### src/hw/fetch_pkg.sv
// Fetch front end shared definitions: widths, line geometry, types and payload structs
package fetch_pkg;

  // ------------------------------------------------------------------
  // Widths and geometry
  // ------------------------------------------------------------------
  localparam int XLEN        = 32;
  localparam int ILEN        = 32;
  localparam int LINE_WORDS  = 4;
  // Byte offset inside one instruction word
  localparam int OFFSET      = 2;
  // Word index inside one line
  localparam int LINE_OFFSET = 2;
  // Low address bits below the line number
  localparam int LINE_BITS   = OFFSET + LINE_OFFSET;
  // 64 lines of 16 bytes, so 1 KiB
  localparam int MEM_LINES   = 64;
  // Request to done, in cycles
  localparam int MEM_LAT     = 2;

  // ------------------------------------------------------------------
  // Plain vector types
  // ------------------------------------------------------------------
  typedef logic [XLEN-1:0]              addr_t;
  typedef logic [ILEN-1:0]              instr_t;
  typedef logic [$clog2(MEM_LINES)-1:0] line_idx_t;
  typedef logic [LINE_OFFSET-1:0]       word_idx_t;

  // Exception codes carried with a fetched slot
  typedef enum logic [1:0] {
    E_NONE,
    E_I_ACCESS_FAULT,
    E_UNKNOWN
  } except_code_t;

  // Fetch controller states
  typedef enum logic [1:0] {
    S_IDLE,
    S_REQ,
    S_WAIT,
    S_ISSUE
  } fetch_state_t;

  // Line memory answer, base address plus words plus fault flag
  typedef struct packed {
    addr_t                     base;
    instr_t [LINE_WORDS-1:0]   words;
    logic                      fault;
  } line_t;

  // Payload toward decode
  typedef struct packed {
    addr_t        pc;
    instr_t       instr;
    logic         except;
    except_code_t except_code;
  } fetch_pkt_t;

  // Boot configuration seen by the PC generator
  typedef struct packed {
    addr_t boot_pc;
    logic  fetch_en;
  } cfg_t;

endpackage

### src/hw/fetch_csr.sv
// Configuration registers for the fetch front end: boot PC and fetch enable
`timescale 1ns/1ps

module fetch_csr (
  input  logic             clk_i,
  input  logic             rst_n_i,

  // Single-cycle write port
  input  logic             cfg_we_i,
  input  logic             cfg_addr_i,
  input  fetch_pkg::addr_t cfg_wdata_i,

  // Toward the PC generator
  output fetch_pkg::cfg_t  cfg_o
);

  fetch_pkg::cfg_t  cfg_q;
  fetch_pkg::addr_t boot_wdata;

  // Boot PC is always word aligned
  assign boot_wdata = {cfg_wdata_i[fetch_pkg::XLEN-1:fetch_pkg::OFFSET],
                       {fetch_pkg::OFFSET{1'b0}}};

  // ------------------------------------------------------------------
  // Register file, two entries
  // ------------------------------------------------------------------
  always_ff @(posedge clk_i or negedge rst_n_i) begin
    if (!rst_n_i) begin
      // Nothing fetched until software enables
      cfg_q <= '0;
    end else if (cfg_we_i) begin
      if (cfg_addr_i == 1'b0) begin
        // Address 0 holds the boot PC
        cfg_q.boot_pc <= boot_wdata;
      end else begin
        // Address 1, only bit 0 is meaningful
        cfg_q.fetch_en <= cfg_wdata_i[0];
      end
    end
  end

  // Visible one cycle after the write
  assign cfg_o = cfg_q;

endmodule

### config.mk
export PLATFORM = sky130hd
export DESIGN_NAME = fetch_csr
export DESIGN_NICKNAME = d
export VERILOG_FILES = /design/src/hw/fetch_pkg.sv /design/src/hw/fetch_csr.sv
export SDC_FILE = /design/constraint.sdc
export NUM_CORES = 1
export LEC_CHECK = 0
export BUFFER_PORTS_ARGS = -buffer_cell sky130_fd_sc_hd__buf_4
export CAP_MARGIN = 30
export CORE_UTILIZATION = 46
export CTS_BUF_LIST = sky130_fd_sc_hd__clkbuf_8 sky130_fd_sc_hd__clkbuf_16
export DETAILED_ROUTE_END_ITERATION = 10
export GPL_TIMING_DRIVEN = 0
export PLACE_DENSITY = 0.83
export SLEW_MARGIN = 15
export SYNTH_ARGS = -nofsm -noshare
export SYNTH_HDL_FRONTEND = slang
export SYNTH_SLANG_ARGS = --single-unit
export TNS_END_PERCENT = 10
### constraint.sdc
create_clock -name clk_i -period 1.3 [get_ports clk_i]
set_input_delay 0.26 -clock clk_i [delete_from_list [all_inputs] [get_ports clk_i]]
set_output_delay 0.26 -clock clk_i [all_outputs]
set_load 0.01 [all_outputs]
==> impl_results.md <==
* VDD IR-drop max at 0.00112 V
* Worst Setup Start Kind: flop
* # port buffers at 65
* Crit path from: cfg_o[12]
* Slew Viols, Final at 0
* Post-Synth XOR/XNOR Area at 0%
* Setup Buffers After CTS at 0
* Skew-Pair Late Insertion Delay at 270 ps
* Die Y at 53.8 microns
* CP delay by family, top: flip-flops
* Area grow syn2layout at 50.9%
* Layout Cell Area excl Fill at 1860 sq um
* Simple-gate share of the synthesized area at 1.42%
* Compound-gate portion of the synthesized area at 0%
* CP Cell Sequence: buf_4
* First-pass GRT wire length at 3.45 mm
* Cell Area, Synth at 1230 sq um
* Fill cell count at 174
* WL final at 2.49 mm
* Final GP Congestion at 0.577
* Setup_tns at 0 ps
* RSZ-0062 raised after global routing: false
* Max FO, Critical Path at 2
* WHS at 213 ps
* Area of the multi-input gates at 412 sq um
* Initial antenna violation count at 0
* Length of the first detailed-routing pass in iterations at 2
* Power per cell area at 1370 nW/um^2
* Worst path required time at 1040 ps
* Total GRT Usage at 18.7%
* Sequential-to-total area share from yosys stat at 62.9%
* Reg area at 776 sq um
* Final setup vio count at 0
* DRC viols at 0
* Synth warnings at 0
* Post-route minimum period at 1080 ps
* Pin count of the biggest net entering global routing at 32
* Max-Cap Viols at 0
* Arrival time worst endpoint at 820 ps
* FP Rows at 18
* CTS tree: done
* Worst clock skew at 0 ps
* Via count at 825
* Largest family of logic cells by synthesized area: multiplexers
* Placed cell count at 166
* Top cells by area, synth: dfrtp_1, mux2_2, mux2_4, buf_6, buf_4
* Period utilization at 83.4%
* Initial Util at 49.3%
* Final net count at 180
* Syn Area/Cell at 17.6 sq um
* Worst min path class: in2reg
* Via density at 4.74
* Worst path bufs/invs at 1
* Die area at 2890 sq um
* Hold_sp: cfg_wdata_i[7]
* Post-CTS resize count at 0
* CP max stage delay at 400 ps
* P_leak at 0.927 nW
* Worst-path clk slew at 60 ps
* Synth Area in Adders at 0%
* Layout cells sized above 1 at 75.7%
* Total gr overflow at 0
* Critical-path top delay cell: dfrtp_1
* Count of final hold-check violations at 0
* # hold bufs at CTS at 1
* H-tree lvl count at 2
* Yosys top cell area share at 62.9%
* I/O Pins at 69
* Core Box Area at 2500 sq um
* Worst Setup End Kind: output pin
* Avg WL per Cell at 14.3 microns
* CTS buffer count at 5
* Die W at 53.8 microns
* Mapped Cells at 70
* HPWL Detailed at 1.83 mm
* Clock Tree Buf Depth at 2
* Drt initial violations at 6
* Clock sinks at 31
* Routed Antenna Nets at 0
* Cell taking the most area after synthesis: dfrtp_1
* Yosys cell types at 8
* Number of flip-flops in the largest register at 31
* Crit Reg-Reg Startpoint: cfg_o[12]
* Status: finished, final reports clean
* Root Driver: clkbuf_8
* Critical path class: reg2out
* Mux contribution to synthesized area at 31.4%
* FMAX at 922 MHz
* Vias in the first global route at 736
* Final Non-Filler Cells at 174
* # diodes at 0
* DP Area at 1760 sq um
* Synthesized flop and latch total at 31
==> placed cells by master (no fill, tap or decap) <==
master / instances
buf_4: 67
buf_6: 3
clkbuf_8: 6
clkinv_2: 1
conb_1: 2
dfrtp_1: 31
dlygate4sd3_1: 1
mux2_2: 21
mux2_4: 10
nand2_1: 1
nor2b_4: 1
==> routing by layer <==
metal  share of wire, %  vias to the layer above  GRT usage (%)
met2                 49                       46           27.6
met1                 40                      388           20.8
met4                2.2                        0           13.2
li1                   -                      386              -
met5                  0                        -              0
met3                8.7                        5           9.32
==> cells by family after synthesis <==
| kind of cell | Yosys count |
|---|---|
| mux | 31 |
| flops | 31 |
| buf+inv | 5 |
| simple gates | 2 |
| other cells | 1 |
==> worst paths after layout <==
kind | endpoint | slack, ps | depth (start not counted)
setup / recovery | cfg_o[12] | 220 | 1
hold / removal | cfg_o[8] | 210 | 2
setup reg to reg | cfg_o[12] | 520 | 1
hold reg to reg | cfg_o[16] | 510 | 1
max in group asynchronous | cfg_o[3] | 570 | 2
min in group asynchronous | cfg_o[21] | 450 | 2
==> where the power goes <==
group | internal [mW] | total [mW] | switching [mW]
Clock | 0.414 | 0.739 | 0.325
Combinational | 0.394 | 0.614 | 0.220
Sequential | 1.11 | 1.19 | 0.0787
==> synth_stat cells (all sizes together) <==
cell type / n
nor2b: 1
conb: 1
mux2: 31
nand2: 1
buf: 5
dfrtp: 31
==> cell type report <==
cell class,count,share of cell area (%)
plain buffers,5,2.62
repair buffers,66,26.8
clock buffers,6,4.44
well taps,30,2.02
clock inverters,1,0.269
flip-flops and latches,31,41.7
multi-input cells,35,22.1
==> metrics by stage <==
step | util (%) | worst slack (ps) | total power, mW
CTS | 74.4 | 211 | 2.58
finish | 74.4 | 216 | 2.54
detailed placement | 70.5 | 117 | 1.82
global placement | 70.5 | 140 | 1.80
global route | 74.4 | 187 | 2.67
floorplan | - | 285 | 1.46
(Power assumes the default switching activity.)
