## src/hw/fetch_pkg.sv

```systemverilog
// Fetch front end shared definitions: widths, line geometry, types and payload structs
package fetch_pkg;

  // ------------------------------------------------------------------
  // Widths and geometry
  // ------------------------------------------------------------------
  localparam int XLEN        = 32;
  localparam int ILEN        = 32;
  localparam int LINE_WORDS  = 4;
  // Byte offset inside one instruction word
  localparam int OFFSET      = 2;
  // Word index inside one line
  localparam int LINE_OFFSET = 2;
  // Low address bits below the line number
  localparam int LINE_BITS   = OFFSET + LINE_OFFSET;
  // 64 lines of 16 bytes, so 1 KiB
  localparam int MEM_LINES   = 64;
  // Request to done, in cycles
  localparam int MEM_LAT     = 2;

  // ------------------------------------------------------------------
  // Plain vector types
  // ------------------------------------------------------------------
  typedef logic [XLEN-1:0]              addr_t;
  typedef logic [ILEN-1:0]              instr_t;
  typedef logic [$clog2(MEM_LINES)-1:0] line_idx_t;
  typedef logic [LINE_OFFSET-1:0]       word_idx_t;

  // Exception codes carried with a fetched slot
  typedef enum logic [1:0] {
    E_NONE,
    E_I_ACCESS_FAULT,
    E_UNKNOWN
  } except_code_t;

  // Fetch controller states
  typedef enum logic [1:0] {
    S_IDLE,
    S_REQ,
    S_WAIT,
    S_ISSUE
  } fetch_state_t;

  // Line memory answer, base address plus words plus fault flag
  typedef struct packed {
    addr_t                     base;
    instr_t [LINE_WORDS-1:0]   words;
    logic                      fault;
  } line_t;

  // Payload toward decode
  typedef struct packed {
    addr_t        pc;
    instr_t       instr;
    logic         except;
    except_code_t except_code;
  } fetch_pkt_t;

  // Boot configuration seen by the PC generator
  typedef struct packed {
    addr_t boot_pc;
    logic  fetch_en;
  } cfg_t;

endpackage

```

## src/hw/pc_gen.sv

```systemverilog
// PC generator that boots from the configured PC, steps per handshake and takes redirects
`timescale 1ns/1ps

module pc_gen (
  input  logic             clk_i,
  input  logic             rst_n_i,
  input  fetch_pkg::cfg_t  cfg_i,
  input  logic             redirect_valid_i,
  input  fetch_pkg::addr_t redirect_pc_i,
  input  logic             fault_issued_i,
  input  logic             fetch_ready_i,
  output logic             pc_valid_o,
  output fetch_pkg::addr_t pc_o
);

  fetch_pkg::addr_t pc_q;
  // Fetch enable delayed by one cycle
  logic             en_q;
  logic             halt_q;
  logic             boot;

  // Rising edge of the fetch enable restarts from the boot PC
  assign boot = cfg_i.fetch_en & ~en_q;

  always_ff @(posedge clk_i or negedge rst_n_i) begin
    if (!rst_n_i) begin
      pc_q   <= '0;
      en_q   <= 1'b0;
      halt_q <= 1'b0;
    end else begin
      en_q <= cfg_i.fetch_en;
      // Redirect wins over boot and sequential step
      if (redirect_valid_i) begin
        pc_q   <= redirect_pc_i;
        halt_q <= 1'b0;
      end else if (boot) begin
        pc_q   <= cfg_i.boot_pc;
        halt_q <= 1'b0;
      end else begin
        if (pc_valid_o && fetch_ready_i) pc_q <= pc_q + 32'd4;
        // Stop after a faulting slot left for decode
        if (fault_issued_i) halt_q <= 1'b1;
      end
    end
  end

  assign pc_valid_o = en_q & ~halt_q;
  assign pc_o       = pc_q;

endmodule

```

## config.mk

```make
export PLATFORM = sky130hd
export DESIGN_NAME = pc_gen
export DESIGN_NICKNAME = d
export VERILOG_FILES = /design/src/hw/fetch_pkg.sv /design/src/hw/pc_gen.sv
export SDC_FILE = /design/constraint.sdc
export NUM_CORES = 1
export LEC_CHECK = 0
export BUFFER_PORTS_ARGS = -buffer_cell sky130_fd_sc_hd__buf_4
export CELL_PAD_IN_SITES_DETAIL_PLACEMENT = 0
export CELL_PAD_IN_SITES_GLOBAL_PLACEMENT = 2
export CORE_UTILIZATION = 24
export DETAILED_ROUTE_END_ITERATION = 6
export GPL_TIMING_DRIVEN = 0
export PLACE_DENSITY_LB_ADDON = 0.1
export SETUP_SLACK_MARGIN = 0.1
export SLEW_MARGIN = 20
export SYNTH_ARGS = -nofsm -noshare
export SYNTH_HDL_FRONTEND = slang
export SYNTH_SLANG_ARGS = --single-unit
```

## constraint.sdc

```tcl
create_clock -name clk_i -period 1.75 [get_ports clk_i]
set_input_delay 0.0875 -clock clk_i [delete_from_list [all_inputs] [get_ports clk_i]]
set_output_delay 0.0875 -clock clk_i [all_outputs]
set_load 0.03 [all_outputs]
```

==> run_results.csv <==
group,metric,value,unit
status,status,"complete, but fails checks",
status,failed_checks,"negative setup slack",
logic_synthesis,syn-num-nets,379,
min_path,worst_hold_path.num_cells,3,
final_layout,syn_to_final_growth,74.84,%
routing,drt_iter0_drc,98,
placement,dpl-instance-area,3468,um2
global_routing,grt_pass1_vias,3027,
setup_path,critPathKind,"reg -> reg",
timing,slew-limit-headroom,55.41,%
final_layout,nets,543,
routing,wl_met3,548,um
timing,slew_violations,0,
clocking,htreeDepth,2,
floorplanning,dieArea,10710,um2
logic_synthesis,ys_types,58,
setup_path,required,1980,ps
power_and_ir_drop,p_total,2.873,mW
timing,rsz0062_at_grt,"yes",
setup_path,cp_data_arrival_time,2030,ps
routing,wl_met1,5.236,mm
routing,dr_total_vias,3133,
timing,fin_crit_sh,103.0,%
placement,numPortBuffers,102,
logic_synthesis,synth_edf_count,0,
setup_path,reg2reg_depth,7,
min_path,min_to,"pc_o[28]",
logic_synthesis,syn_inst,308,
clocking,cts_tree,"built",
setup_path,endpoint_kind,"flip-flop",
final_layout,final_area,4320,um2
floorplanning,rows,36,
logic_synthesis,async_flop_share,100.0,%
floorplanning,start_util,25.05,%
timing,min_period,1803,ps
placement,gp_congestion,0.8368,
power_and_ir_drop,p_per_area,665.1,nW/um2
global_routing,grt_overflow,0,
global_routing,grtUsageTotal,21.94,%
floorplanning,die_w,103.5,um
setup_path,timing.rr.end,"pc_o[26]",
routing,routed.top_layer,"met4",
clocking,cts_root_buf,"clkbuf_8",
timing,worst_slew_pin_slew,668.8,ps
floorplanning,io-pin-count,103,
setup_path,rr_startpoint,"pc_o[8]",
clocking,cts.clk_slew.worst_paths,80,ps
min_path,worstHoldStart,"redirect_pc_i[28]",
logic_synthesis,ys_seq_area_share,34.43,%
global_routing,grt_pass1_wl,17.15,mm
setup_path,start_kind,"flip-flop",
timing,setup_viol,2,
global_routing,grt_max_degree,35,
logic_synthesis,syn_avg_cell_area,8.023,um2
final_layout,layout_commonest_cell,"buf_4",
final_layout,multi_input_area,1795,um2
timing,fin_tns_setup,-84.48,ps
logic_synthesis,synth_top_flop_cell,"dfrtp_1",
clocking,clkSinkCount,34,
floorplanning,fp.dieH,103.5,um
placement,dp_hpwl,7.924,mm
run,maxCapViolCount,0,
power_and_ir_drop,worst_ir_drop_vdd,286.8,uV
logic_synthesis,syn_area,2471,um2
timing,skew,9.960,ps
final_layout,diodes,0,
logic_synthesis,ys_seq_elements,34,
timing,fin_hold_ws,9.824,ps
final_layout,drive_gt1_share,50.95,%
clocking,numCtsBuffers,5,
placement,dp_slack,-599.0,ps
power_and_ir_drop,power.leakage,1.896,nW
setup_path,rrSetupSlack,-50,ps
final_layout,final_cell_mix,"buf_4, nand2_1, a21oi_1",
routing,ant_nets,0,
routing,drcViolationCount,0,
timing,hold_viol,0,
timing,fmax,0.5546,GHz
routing,dr.pass1.iters,4,
floorplanning,core,9864,um2
routing,route.met2.wl,5.542,mm
timing,setup_ws,-53.00,ps
final_layout,n_fill_cell,1004,
logic_synthesis,ys_warn_count,0,
final_layout,regArea,879.6,um2
routing,wl_per_cell,18.93,um
routing,drt_wl_total,11.47,mm
clocking,insertion_delay,300,ps
min_path,hp-class,"in -> reg",
clocking,clock_path_buffers,2,
global_routing,antenna_found_initial,0,
setup_path,crit_fanout,4,
routing,drt-vias-per-instance,5.170,
==> worst max path at each step <==
stage,start,end,slack (ps),cells after the start
finish,pc_o[8],pc_o[26],-50,7
global route,pc_o[8],pc_o[26],-120,7
CTS,pc_o[2],pc_o[26],-50,6
detailed placement,en_q,pc_o[2],-600,6
global placement,en_q,pc_o[2],-600,6
floorplan,pc_o[2],pc_o[20],-130,7
==> flip-flops by register name, indices dropped and copies added (netlist names) <==
| signal | count |
|---|---|
| pc_o | 32 |
| halt_q | 1 |
| en_q | 1 |
==> cells by family (layout without fill, tap and decap cells) <==
| logic type | count (synthesis) | in the layout | share of synthesized area (%) |
|---|---|---|---|
| compound gates | 99 | 99 | 25.72 |
| fa+ha+maj | 1 | 1 | 0.5062 |
| flops | 34 | 34 | 34.43 |
| xor+xnor | 12 | 12 | 4.253 |
| simple gates | 139 | 139 | 30.68 |
| buf+inv | 20 | 185 | 3.189 |
| mux | 3 | 3 | 1.215 |
==> cell usage after synthesis (3+ instances only) <==
| library cell | number | area share, % |
|---|---|---|
| nor2_1 | 28 | 4.3 |
| nand4_1 | 12 | 3.0 |
| nor3_1 | 6 | 1.2 |
| xnor2_1 | 5 | 1.8 |
| and4_1 | 3 | 1.1 |
| dfrtp_1 | 34 | 34 |
| o221ai_1 | 3 | 1.1 |
| a21oi_1 | 32 | 6.5 |
| a211oi_1 | 8 | 2.4 |
| o21ai_1 | 4 | 0.81 |
| xor2_1 | 7 | 2.5 |
| o21ai_0 | 22 | 4.5 |
| mux2i_1 | 3 | 1.2 |
| and3_1 | 7 | 1.8 |
| and2_1 | 4 | 1.0 |
| a31oi_1 | 5 | 1.3 |
| buf_2 | 3 | 0.61 |
| nand2_1 | 43 | 6.5 |
| a31o_2 | 3 | 1.1 |
| nor4_1 | 3 | 0.76 |
| a2bb2oi_1 | 3 | 1.1 |
| clkbuf_1 | 14 | 2.1 |
| nand3_1 | 13 | 2.6 |
==> through the flow <==
stage	utilization, %	std cells
6_report	43.80	606
2_1_floorplan	-	308
4_1_cts	41.39	595
3_5_place_dp	35.16	543
3_3_place_gp	35.16	543
5_1_grt	43.80	606
==> power by group <==
part / switching (mW) / internal (mW)
Sequential: 0.148 / 0.891
Combinational: 0.644 / 0.545
Clock: 0.326 / 0.318
Total: 1.12 / 1.75
==> area by class of cell <==
class                   instances  share of cell area [%]
clock buffers                   7                   1.998
well taps                     133                   3.852
plain buffers                  18                   3.128
inverters                       2                  0.1738
multi-input cells             254                   41.56
flip-flops and latches         34                   20.36
repair buffers                157                   28.82
clock inverters                 1                  0.1158
==> what timing repair did <==
action / in CTS / in global routing
endpoints found under the setup margin: 32 / 29
hold buffers: 8 / 0
gates resized for setup: 49 / 45
setup buffers: 36 / 13
pin swaps: 23 / 16
endpoints found under the hold margin: 41 / 0
==> critical path, stage by stage (launching register included) <==
cell and delay (ps):
dfrtp_2 400, nand3_4 120, buf_6 150, nor4_4 350, nand4_1 180, buf_4 170, o31ai_4 170, a32o_2 200
==> per-layer routing <==
layer	GRT usage, %	up-vias
met2	36.63	94
met4	5.742	0
li1	-	1499
met1	29.53	1527
met5	0	-
met3	3.360	13
Note: power is estimated with default switching activity, not from simulation.
