## config.mk

```make
export PLATFORM = sky130hd
export DESIGN_NAME = ifu
export DESIGN_NICKNAME = d
export VERILOG_FILES = /design/src/hw/fetch_pkg.sv /design/src/hw/fetch_controller.sv /design/src/hw/ifu.sv /design/src/hw/instr_sel.sv
export SDC_FILE = /design/constraint.sdc
export NUM_CORES = 1
export LEC_CHECK = 0
export BUFFER_PORTS_ARGS = -buffer_cell sky130_fd_sc_hd__buf_2
export CORE_ASPECT_RATIO = 0.9
export CORE_MARGIN = 3
export CORE_UTILIZATION = 48
export DETAILED_ROUTE_END_ITERATION = 7
export GPL_TIMING_DRIVEN = 0
export PLACE_DENSITY = 0.8
export REMOVE_ABC_BUFFERS = 1
export SLEW_MARGIN = 10
export SYNTH_ARGS = -nofsm -noshare
export SYNTH_HDL_FRONTEND = slang
export SYNTH_SLANG_ARGS = --single-unit
export TNS_END_PERCENT = 5
```

## constraint.sdc

```tcl
create_clock -name clk_i -period 10.9 [get_ports clk_i]
set_clock_uncertainty 0.05 [all_clocks]
set_input_delay 2.18 -clock clk_i [delete_from_list [all_inputs] [get_ports clk_i]]
set_output_delay 2.18 -clock clk_i [all_outputs]
set_load 0.02 [all_outputs]
```

## src/hw/fetch_pkg.sv

```systemverilog
// Fetch front end shared definitions: widths, line geometry, types and payload structs
package fetch_pkg;

  // ------------------------------------------------------------------
  // Widths and geometry
  // ------------------------------------------------------------------
  localparam int XLEN        = 32;
  localparam int ILEN        = 32;
  localparam int LINE_WORDS  = 4;
  // Byte offset inside one instruction word
  localparam int OFFSET      = 2;
  // Word index inside one line
  localparam int LINE_OFFSET = 2;
  // Low address bits below the line number
  localparam int LINE_BITS   = OFFSET + LINE_OFFSET;
  // 64 lines of 16 bytes, so 1 KiB
  localparam int MEM_LINES   = 64;
  // Request to done, in cycles
  localparam int MEM_LAT     = 2;

  // ------------------------------------------------------------------
  // Plain vector types
  // ------------------------------------------------------------------
  typedef logic [XLEN-1:0]              addr_t;
  typedef logic [ILEN-1:0]              instr_t;
  typedef logic [$clog2(MEM_LINES)-1:0] line_idx_t;
  typedef logic [LINE_OFFSET-1:0]       word_idx_t;

  // Exception codes carried with a fetched slot
  typedef enum logic [1:0] {
    E_NONE,
    E_I_ACCESS_FAULT,
    E_UNKNOWN
  } except_code_t;

  // Fetch controller states
  typedef enum logic [1:0] {
    S_IDLE,
    S_REQ,
    S_WAIT,
    S_ISSUE
  } fetch_state_t;

  // Line memory answer, base address plus words plus fault flag
  typedef struct packed {
    addr_t                     base;
    instr_t [LINE_WORDS-1:0]   words;
    logic                      fault;
  } line_t;

  // Payload toward decode
  typedef struct packed {
    addr_t        pc;
    instr_t       instr;
    logic         except;
    except_code_t except_code;
  } fetch_pkt_t;

  // Boot configuration seen by the PC generator
  typedef struct packed {
    addr_t boot_pc;
    logic  fetch_en;
  } cfg_t;

endpackage

```

## src/hw/fetch_controller.sv

```systemverilog
// Fetch controller FSM: line requests, issue handshake and flush recovery
`timescale 1ns/1ps

module fetch_controller (
  input  logic clk_i,
  input  logic rst_n_i,
  input  logic flush_i,
  input  logic pc_valid_i,
  // Incoming PC lies in the buffered line
  input  logic here_i,
  input  logic read_done_i,
  input  logic issue_ready_i,
  output logic fetch_ready_o,
  output logic read_req_o,
  output logic issue_valid_o,
  // Load the returning line into the buffer
  output logic use_fill_o
);

  fetch_pkg::fetch_state_t state_q;
  fetch_pkg::fetch_state_t state_d;
  // A read left in flight by a flush
  logic                    stale_q;
  logic                    stale_d;

  // ------------------------------------------------------------------
  // Next state and outputs
  // ------------------------------------------------------------------
  always_comb begin
    state_d       = state_q;
    fetch_ready_o = 1'b0;
    read_req_o    = 1'b0;
    issue_valid_o = 1'b0;
    use_fill_o    = 1'b0;
    case (state_q)
      fetch_pkg::S_IDLE: begin
        // Take a PC, then hit or miss
        fetch_ready_o = pc_valid_i;
        if (pc_valid_i) state_d = here_i ? fetch_pkg::S_ISSUE : fetch_pkg::S_REQ;
      end
      fetch_pkg::S_REQ: begin
        // Hold off while a stale read still drains
        read_req_o = ~stale_q;
        if (!stale_q) state_d = fetch_pkg::S_WAIT;
      end
      fetch_pkg::S_WAIT: begin
        if (read_done_i) begin
          use_fill_o = 1'b1;
          state_d    = fetch_pkg::S_ISSUE;
        end
      end
      fetch_pkg::S_ISSUE: begin
        issue_valid_o = 1'b1;
        // Accept the next PC in the same cycle as the issue
        if (issue_ready_i) begin
          fetch_ready_o = pc_valid_i;
          if (!pc_valid_i) state_d = fetch_pkg::S_IDLE;
          else if (here_i) state_d = fetch_pkg::S_ISSUE;
          else             state_d = fetch_pkg::S_REQ;
        end
      end
      default: state_d = fetch_pkg::S_IDLE;
    endcase

    // Flush kills everything this cycle
    if (flush_i) begin
      state_d       = fetch_pkg::S_IDLE;
      fetch_ready_o = 1'b0;
      read_req_o    = 1'b0;
      issue_valid_o = 1'b0;
      use_fill_o    = 1'b0;
    end
  end

  // Outstanding read at flush time becomes stale until its done
  always_comb begin
    stale_d = stale_q;
    if (read_done_i) stale_d = 1'b0;
    if (flush_i && (state_q == fetch_pkg::S_WAIT) && !read_done_i) stale_d = 1'b1;
  end

  // ------------------------------------------------------------------
  // State registers
  // ------------------------------------------------------------------
  always_ff @(posedge clk_i or negedge rst_n_i) begin
    if (!rst_n_i) begin
      state_q <= fetch_pkg::S_IDLE;
      stale_q <= 1'b0;
    end else begin
      state_q <= state_d;
      stale_q <= stale_d;
    end
  end

endmodule

```

## src/hw/ifu.sv

```systemverilog
// Instruction fetch unit: line buffer, presence check, fault mapping, issue path
`timescale 1ns/1ps

module ifu (
  input  logic                  clk_i,
  input  logic                  rst_n_i,
  input  logic                  flush_i,

  // PC handoff
  input  logic                  pc_valid_i,
  input  fetch_pkg::addr_t      pc_i,
  output logic                  fetch_ready_o,

  // Line memory
  output logic                  read_req_o,
  output fetch_pkg::addr_t      read_addr_o,
  input  logic                  read_done_i,
  input  fetch_pkg::line_t      line_i,

  // Toward decode
  input  logic                  issue_ready_i,
  output logic                  issue_valid_o,
  output fetch_pkg::fetch_pkt_t pkt_o
);

  fetch_pkg::line_t        buf_q;
  logic                    buf_valid_q;
  fetch_pkg::addr_t        cur_pc_q;
  fetch_pkg::except_code_t except_code;
  logic                    line_fault;
  logic                    here;
  logic                    pc_valid_ctl;
  logic                    fetch_ready;
  logic                    use_fill;

  // ------------------------------------------------------------------
  // Line buffer
  // ------------------------------------------------------------------
  always_ff @(posedge clk_i or negedge rst_n_i) begin
    if (!rst_n_i) begin
      buf_valid_q <= 1'b0;
    end else if (flush_i) begin
      buf_valid_q <= 1'b0;
    end else if (use_fill) begin
      buf_valid_q <= 1'b1;
    end
  end

  always_ff @(posedge clk_i) begin
    if (use_fill) buf_q <= line_i;
    // PC of the slot being worked on
    if (fetch_ready && pc_valid_i) cur_pc_q <= pc_i;
  end

  // Presence check on the line number
  assign here = buf_valid_q &&
    (pc_i[fetch_pkg::XLEN-1:fetch_pkg::LINE_BITS] ==
     buf_q.base[fetch_pkg::XLEN-1:fetch_pkg::LINE_BITS]);

  // Fault mapping
  assign line_fault = buf_valid_q & buf_q.fault;

  always_comb begin
    if (line_fault) except_code = fetch_pkg::E_I_ACCESS_FAULT;
    else            except_code = fetch_pkg::E_NONE;
  end

  // No new PC taken behind a faulting line
  assign pc_valid_ctl = pc_valid_i & ~line_fault;

  // Fill address is the line of the latched PC
  assign read_addr_o = {cur_pc_q[fetch_pkg::XLEN-1:fetch_pkg::LINE_BITS],
                        {fetch_pkg::LINE_BITS{1'b0}}};

  // ------------------------------------------------------------------
  // Controller and selector
  // ------------------------------------------------------------------
  fetch_controller u_fetch_controller (
    .clk_i         (clk_i),
    .rst_n_i       (rst_n_i),
    .flush_i       (flush_i),
    .pc_valid_i    (pc_valid_ctl),
    .here_i        (here),
    .read_done_i   (read_done_i),
    .issue_ready_i (issue_ready_i),
    .fetch_ready_o (fetch_ready),
    .read_req_o    (read_req_o),
    .issue_valid_o (issue_valid_o),
    .use_fill_o    (use_fill)
  );

  instr_sel u_instr_sel (
    .line_i        (buf_q),
    .pc_i          (cur_pc_q),
    .except_code_i (except_code),
    .pkt_o         (pkt_o)
  );

  assign fetch_ready_o = fetch_ready;

endmodule

```

## src/hw/instr_sel.sv

```systemverilog
// Instruction selector: picks the addressed word and builds the decode packet
`timescale 1ns/1ps

module instr_sel (
  input  fetch_pkg::line_t        line_i,
  input  fetch_pkg::addr_t        pc_i,
  input  fetch_pkg::except_code_t except_code_i,
  output fetch_pkg::fetch_pkt_t   pkt_o
);

  fetch_pkg::word_idx_t widx;
  fetch_pkg::instr_t    word;

  // Word index inside the line
  assign widx = pc_i[fetch_pkg::OFFSET +: fetch_pkg::LINE_OFFSET];

  // ------------------------------------------------------------------
  // Word mux
  // ------------------------------------------------------------------
  always_comb begin
    word = line_i.words[0];
    for (int w = 0; w < fetch_pkg::LINE_WORDS; w++) begin
      if (widx == fetch_pkg::word_idx_t'(w)) word = line_i.words[w];
    end
  end

  // Packet assembly
  always_comb begin
    pkt_o             = '0;
    pkt_o.pc          = pc_i;
    pkt_o.instr       = word;
    // Any code other than none marks an exception
    pkt_o.except      = (except_code_i != fetch_pkg::E_NONE);
    pkt_o.except_code = except_code_i;
  end

endmodule

```

==> impl_metrics.env <==
export IMPL_ys_top_cells_by_area="edfxtp_1 77%, mux4_2 9.8%, buf_4 3.6%"
export IMPL_initial_utilization=0.495
export IMPL_grt_pass1_wl_um=24400
export IMPL_clockBufferDepth=2
export IMPL_nFillCells=1019
export IMPL_dr_total_vias=4262
export IMPL_worstPathRequired_ps=8670
export IMPL_ir_drop_mv=0.115
export IMPL_criticalPathCategory="in -> out"
export IMPL_p_per_area_mw_per_mm2=196
export IMPL_hold_viol=0
export IMPL_synthFlopType="edfxtp_1"
export IMPL_crit_path_end_kind="primary output"
export IMPL_utilization=0.644
export IMPL_cp_slowest_cell="nor4_1"
export IMPL_layout_setup_ws_ps=5630
export IMPL_crit_cells=3
export IMPL_row_count=42
export IMPL_grt_antenna_before_repair=1
export IMPL_setup_viol=0
export IMPL_die_w_um=136
export IMPL_fin_crit_sh=0.484
export IMPL_max_freq_mhz=190
export IMPL_h_tree_depth=4
export IMPL_root_buffer="clkbuf_16"
export IMPL_ys_warn_count=0
export IMPL_gp_congestion=0.788
export IMPL_drt_wirelength_per_cell_um=20.1
export IMPL_min_path_type="reg -> reg"
export IMPL_grt_pass1_vias=4535
export IMPL_power_total_mw=1.87
export IMPL_slew_violations=0
export IMPL_grt_util_met2=0.341
export IMPL_final_layout_size_suffix_gt1_frac=0.586
export IMPL_maxSlewHeadroom=0.494
export IMPL_numCtsBuffers=17
export IMPL_synthArstFlopShare=0.0207
export IMPL_avgSynthCellArea_um2=21.6
export IMPL_drt_wl_total_um=16800
export IMPL_synth_top_area_frac=0.774
export IMPL_start_kind="primary input"
export IMPL_status="completed"
export IMPL_cts_tree="done"
export IMPL_grt_max_degree=37
export IMPL_area_growth_pct=30.2
export IMPL_cts_hold_buf=0
export IMPL_cp_arrival_ps=3040
export IMPL_critPathTopFamily="simple AND/OR/NAND/NOR gates"
export IMPL_grt_busiest_layer="met2"
export IMPL_dp_final_hpwl_um=12900
export IMPL_use_met1=0.226
export IMPL_track_usage=0.199
export IMPL_seqCellArea_mm2=0.00578
export IMPL_cp_num_buf_inv=2
export IMPL_syn_cell_area_mm2=0.00733
export IMPL_worstReg2RegStart="u_fetch_controller.state_q[0]$_DFFE_PN0P_"
export IMPL_rr_worst_depth=7
export IMPL_synth_top_cell_by_area="edfxtp_1"
export IMPL_synth_cell_types=25
export IMPL_fin_nets=827
export IMPL_dr_pass1_iters=4
export IMPL_post_cts_buffers=0
export IMPL_synth_commonest_cells="189 x edfxtp_1, 35 x buf_4, 32 x mux4_2, 24 x xor2_1, 6 x inv_1"
export IMPL_ys_ff_latch=193
export IMPL_drt_iter0_drc=251
export IMPL_dieArea_mm2=0.0168
export IMPL_multi_input_area_mm2=0.00126
export IMPL_tns_ps=0
export IMPL_cp_common_cell="buf_2"
export IMPL_io_buffers=291
export IMPL_cp_slowest_stage_delay_ps=440
export IMPL_path_cells="buf_2 > nor4_1 > buf_2"
export IMPL_core_mm2=0.0148
export IMPL_worstMarginPinSlew_ps=759
export IMPL_cts_sinks=193
export IMPL_path_max_fanout=9
export IMPL_final_antenna_net_count=0
export IMPL_max_cap_viol_count=0
export IMPL_num_io_pins=301
export IMPL_clk_pin_slew_worst_paths_ps=70
export IMPL_post_route_min_period_ps=5270
export IMPL_synth_most_common_cell="edfxtp_1"
export IMPL_seq_area_frac_synth=0.788
export IMPL_use_met3=0.0789
export IMPL_die_h_um=123
export IMPL_drc_errors=0
export IMPL_rr_endpoint="buf_q[21]$_DFFE_PP_"
export IMPL_netlist_instances=339
export IMPL_power_leakage_nw=3.73
export IMPL_critPathLaunch="flush_i"
export IMPL_synth_edf_count=189
export IMPL_crit_end="fetch_ready_o"
export IMPL_cts_repair_resized=0
export IMPL_r2r_slack_ps=8480
export IMPL_grt_setup_unrepaired="no"
export IMPL_vias_per_cell=5.10
export IMPL_pre_cts_slack_ps=5650
export IMPL_clock_latency_ps=420
export IMPL_grt_overflow=0
## cell type report
cell class | instances | share of cell area
Sequential cell | 193 | 0.606
Timing Repair Buffer | 304 | 0.175
Multi-Input combinational cell | 101 | 0.132
Clock buffer | 18 | 0.0450
Tap cell | 198 | 0.0260
Clock inverter | 14 | 0.0135
Inverter | 6 | 0.00236
Antenna cell | 1 | 0.000262
## report_power, final
part	switching [mW]	internal (mW)	total, mW	leakage [nW]
Sequential	0.0305	0.895	0.925	1.76
Combinational	0.216	0.144	0.361	1.69
Clock	0.269	0.319	0.588	0.278
## how the worst min path moves through the flow
stage	startpoint	endpoint	slack, ps	depth (start not counted)
detailed placement	buf_valid_q$_DFFE_PN0P_	buf_valid_q$_DFFE_PN0P_	480	2
finish	buf_valid_q$_DFFE_PN0P_	buf_valid_q$_DFFE_PN0P_	520	2
global placement	u_fetch_controller.stale_q$_DFFE_PN0P_	u_fetch_controller.stale_q$_DFFE_PN0P_	460	2
CTS	buf_valid_q$_DFFE_PN0P_	buf_valid_q$_DFFE_PN0P_	510	2
global route	buf_valid_q$_DFFE_PN0P_	buf_valid_q$_DFFE_PN0P_	530	2
floorplan	u_fetch_controller.stale_q$_DFFE_PN0P_	u_fetch_controller.stale_q$_DFFE_PN0P_	440	2
## cell families after synthesis
| group | count (synthesis) | share of synthesized area |
|---|---|---|
| other cells | 1 | 0.000512 |
| simple gates | 22 | 0.0184 |
| buf+inv | 49 | 0.0435 |
| compound gates | 9 | 0.00905 |
| flops | 193 | 0.788 |
| xor+xnor | 28 | 0.0335 |
| mux | 32 | 0.0983 |
| fa+ha+maj | 5 | 0.00854 |
## routing by layer
metal | vias to the layer above | wire length, um
met1 | 2084 | 5680
met2 | 271 | 8730
met4 | 2 | 318
li1 | 1880 | -
met5 | - | 16
met3 | 25 | 2010
## registers in the layout, summed over array words and instances (netlist names)
signal / cells
buf_valid_q: 1
u_fetch_controller.stale_q: 1
buf_q: 157
cur_pc_q: 32
u_fetch_controller.state_q: 2
## cell usage in the layout, fill, tap and decap left out, types with 3 or more instances in the layout
cell type | netlist | final
nor4_2 | 3 | 4
nand2_1 | 4 | 4
clkinv_2 | 0 | 5
nor2_1 | 5 | 4
inv_6 | 0 | 3
ha_1 | 5 | 5
a21oi_1 | 4 | 4
buf_16 | 0 | 3
dfrtp_1 | 4 | 4
conb_1 | 1 | 5
buf_8 | 0 | 3
clkbuf_16 | 0 | 17
edfxtp_1 | 189 | 189
buf_2 | 3 | 293
xor2_1 | 24 | 24
buf_12 | 0 | 3
xnor2_1 | 4 | 4
mux4_2 | 32 | 32
inv_1 | 6 | 6
nor4_1 | 5 | 4
## worst reg2reg max path: stages (launching register included)
cell and delay [ps]:
dfrtp_1 420, inv_1 120, ha_1 230, nand2_1 130
nor2_4 410, buf_12 290, buf_16 220, buf_12 240
## through the flow
stage	hold slack (ps)	instances	cell area [um^2]
3_3_place_gp	459	789	8750
6_report	519	835	9540
4_1_cts	513	834	9540
3_5_place_dp	482	802	8980
5_1_grt	526	834	9540
2_1_floorplan	435	300	7050
No activity file was read; power rests on OpenSTA's default activity.
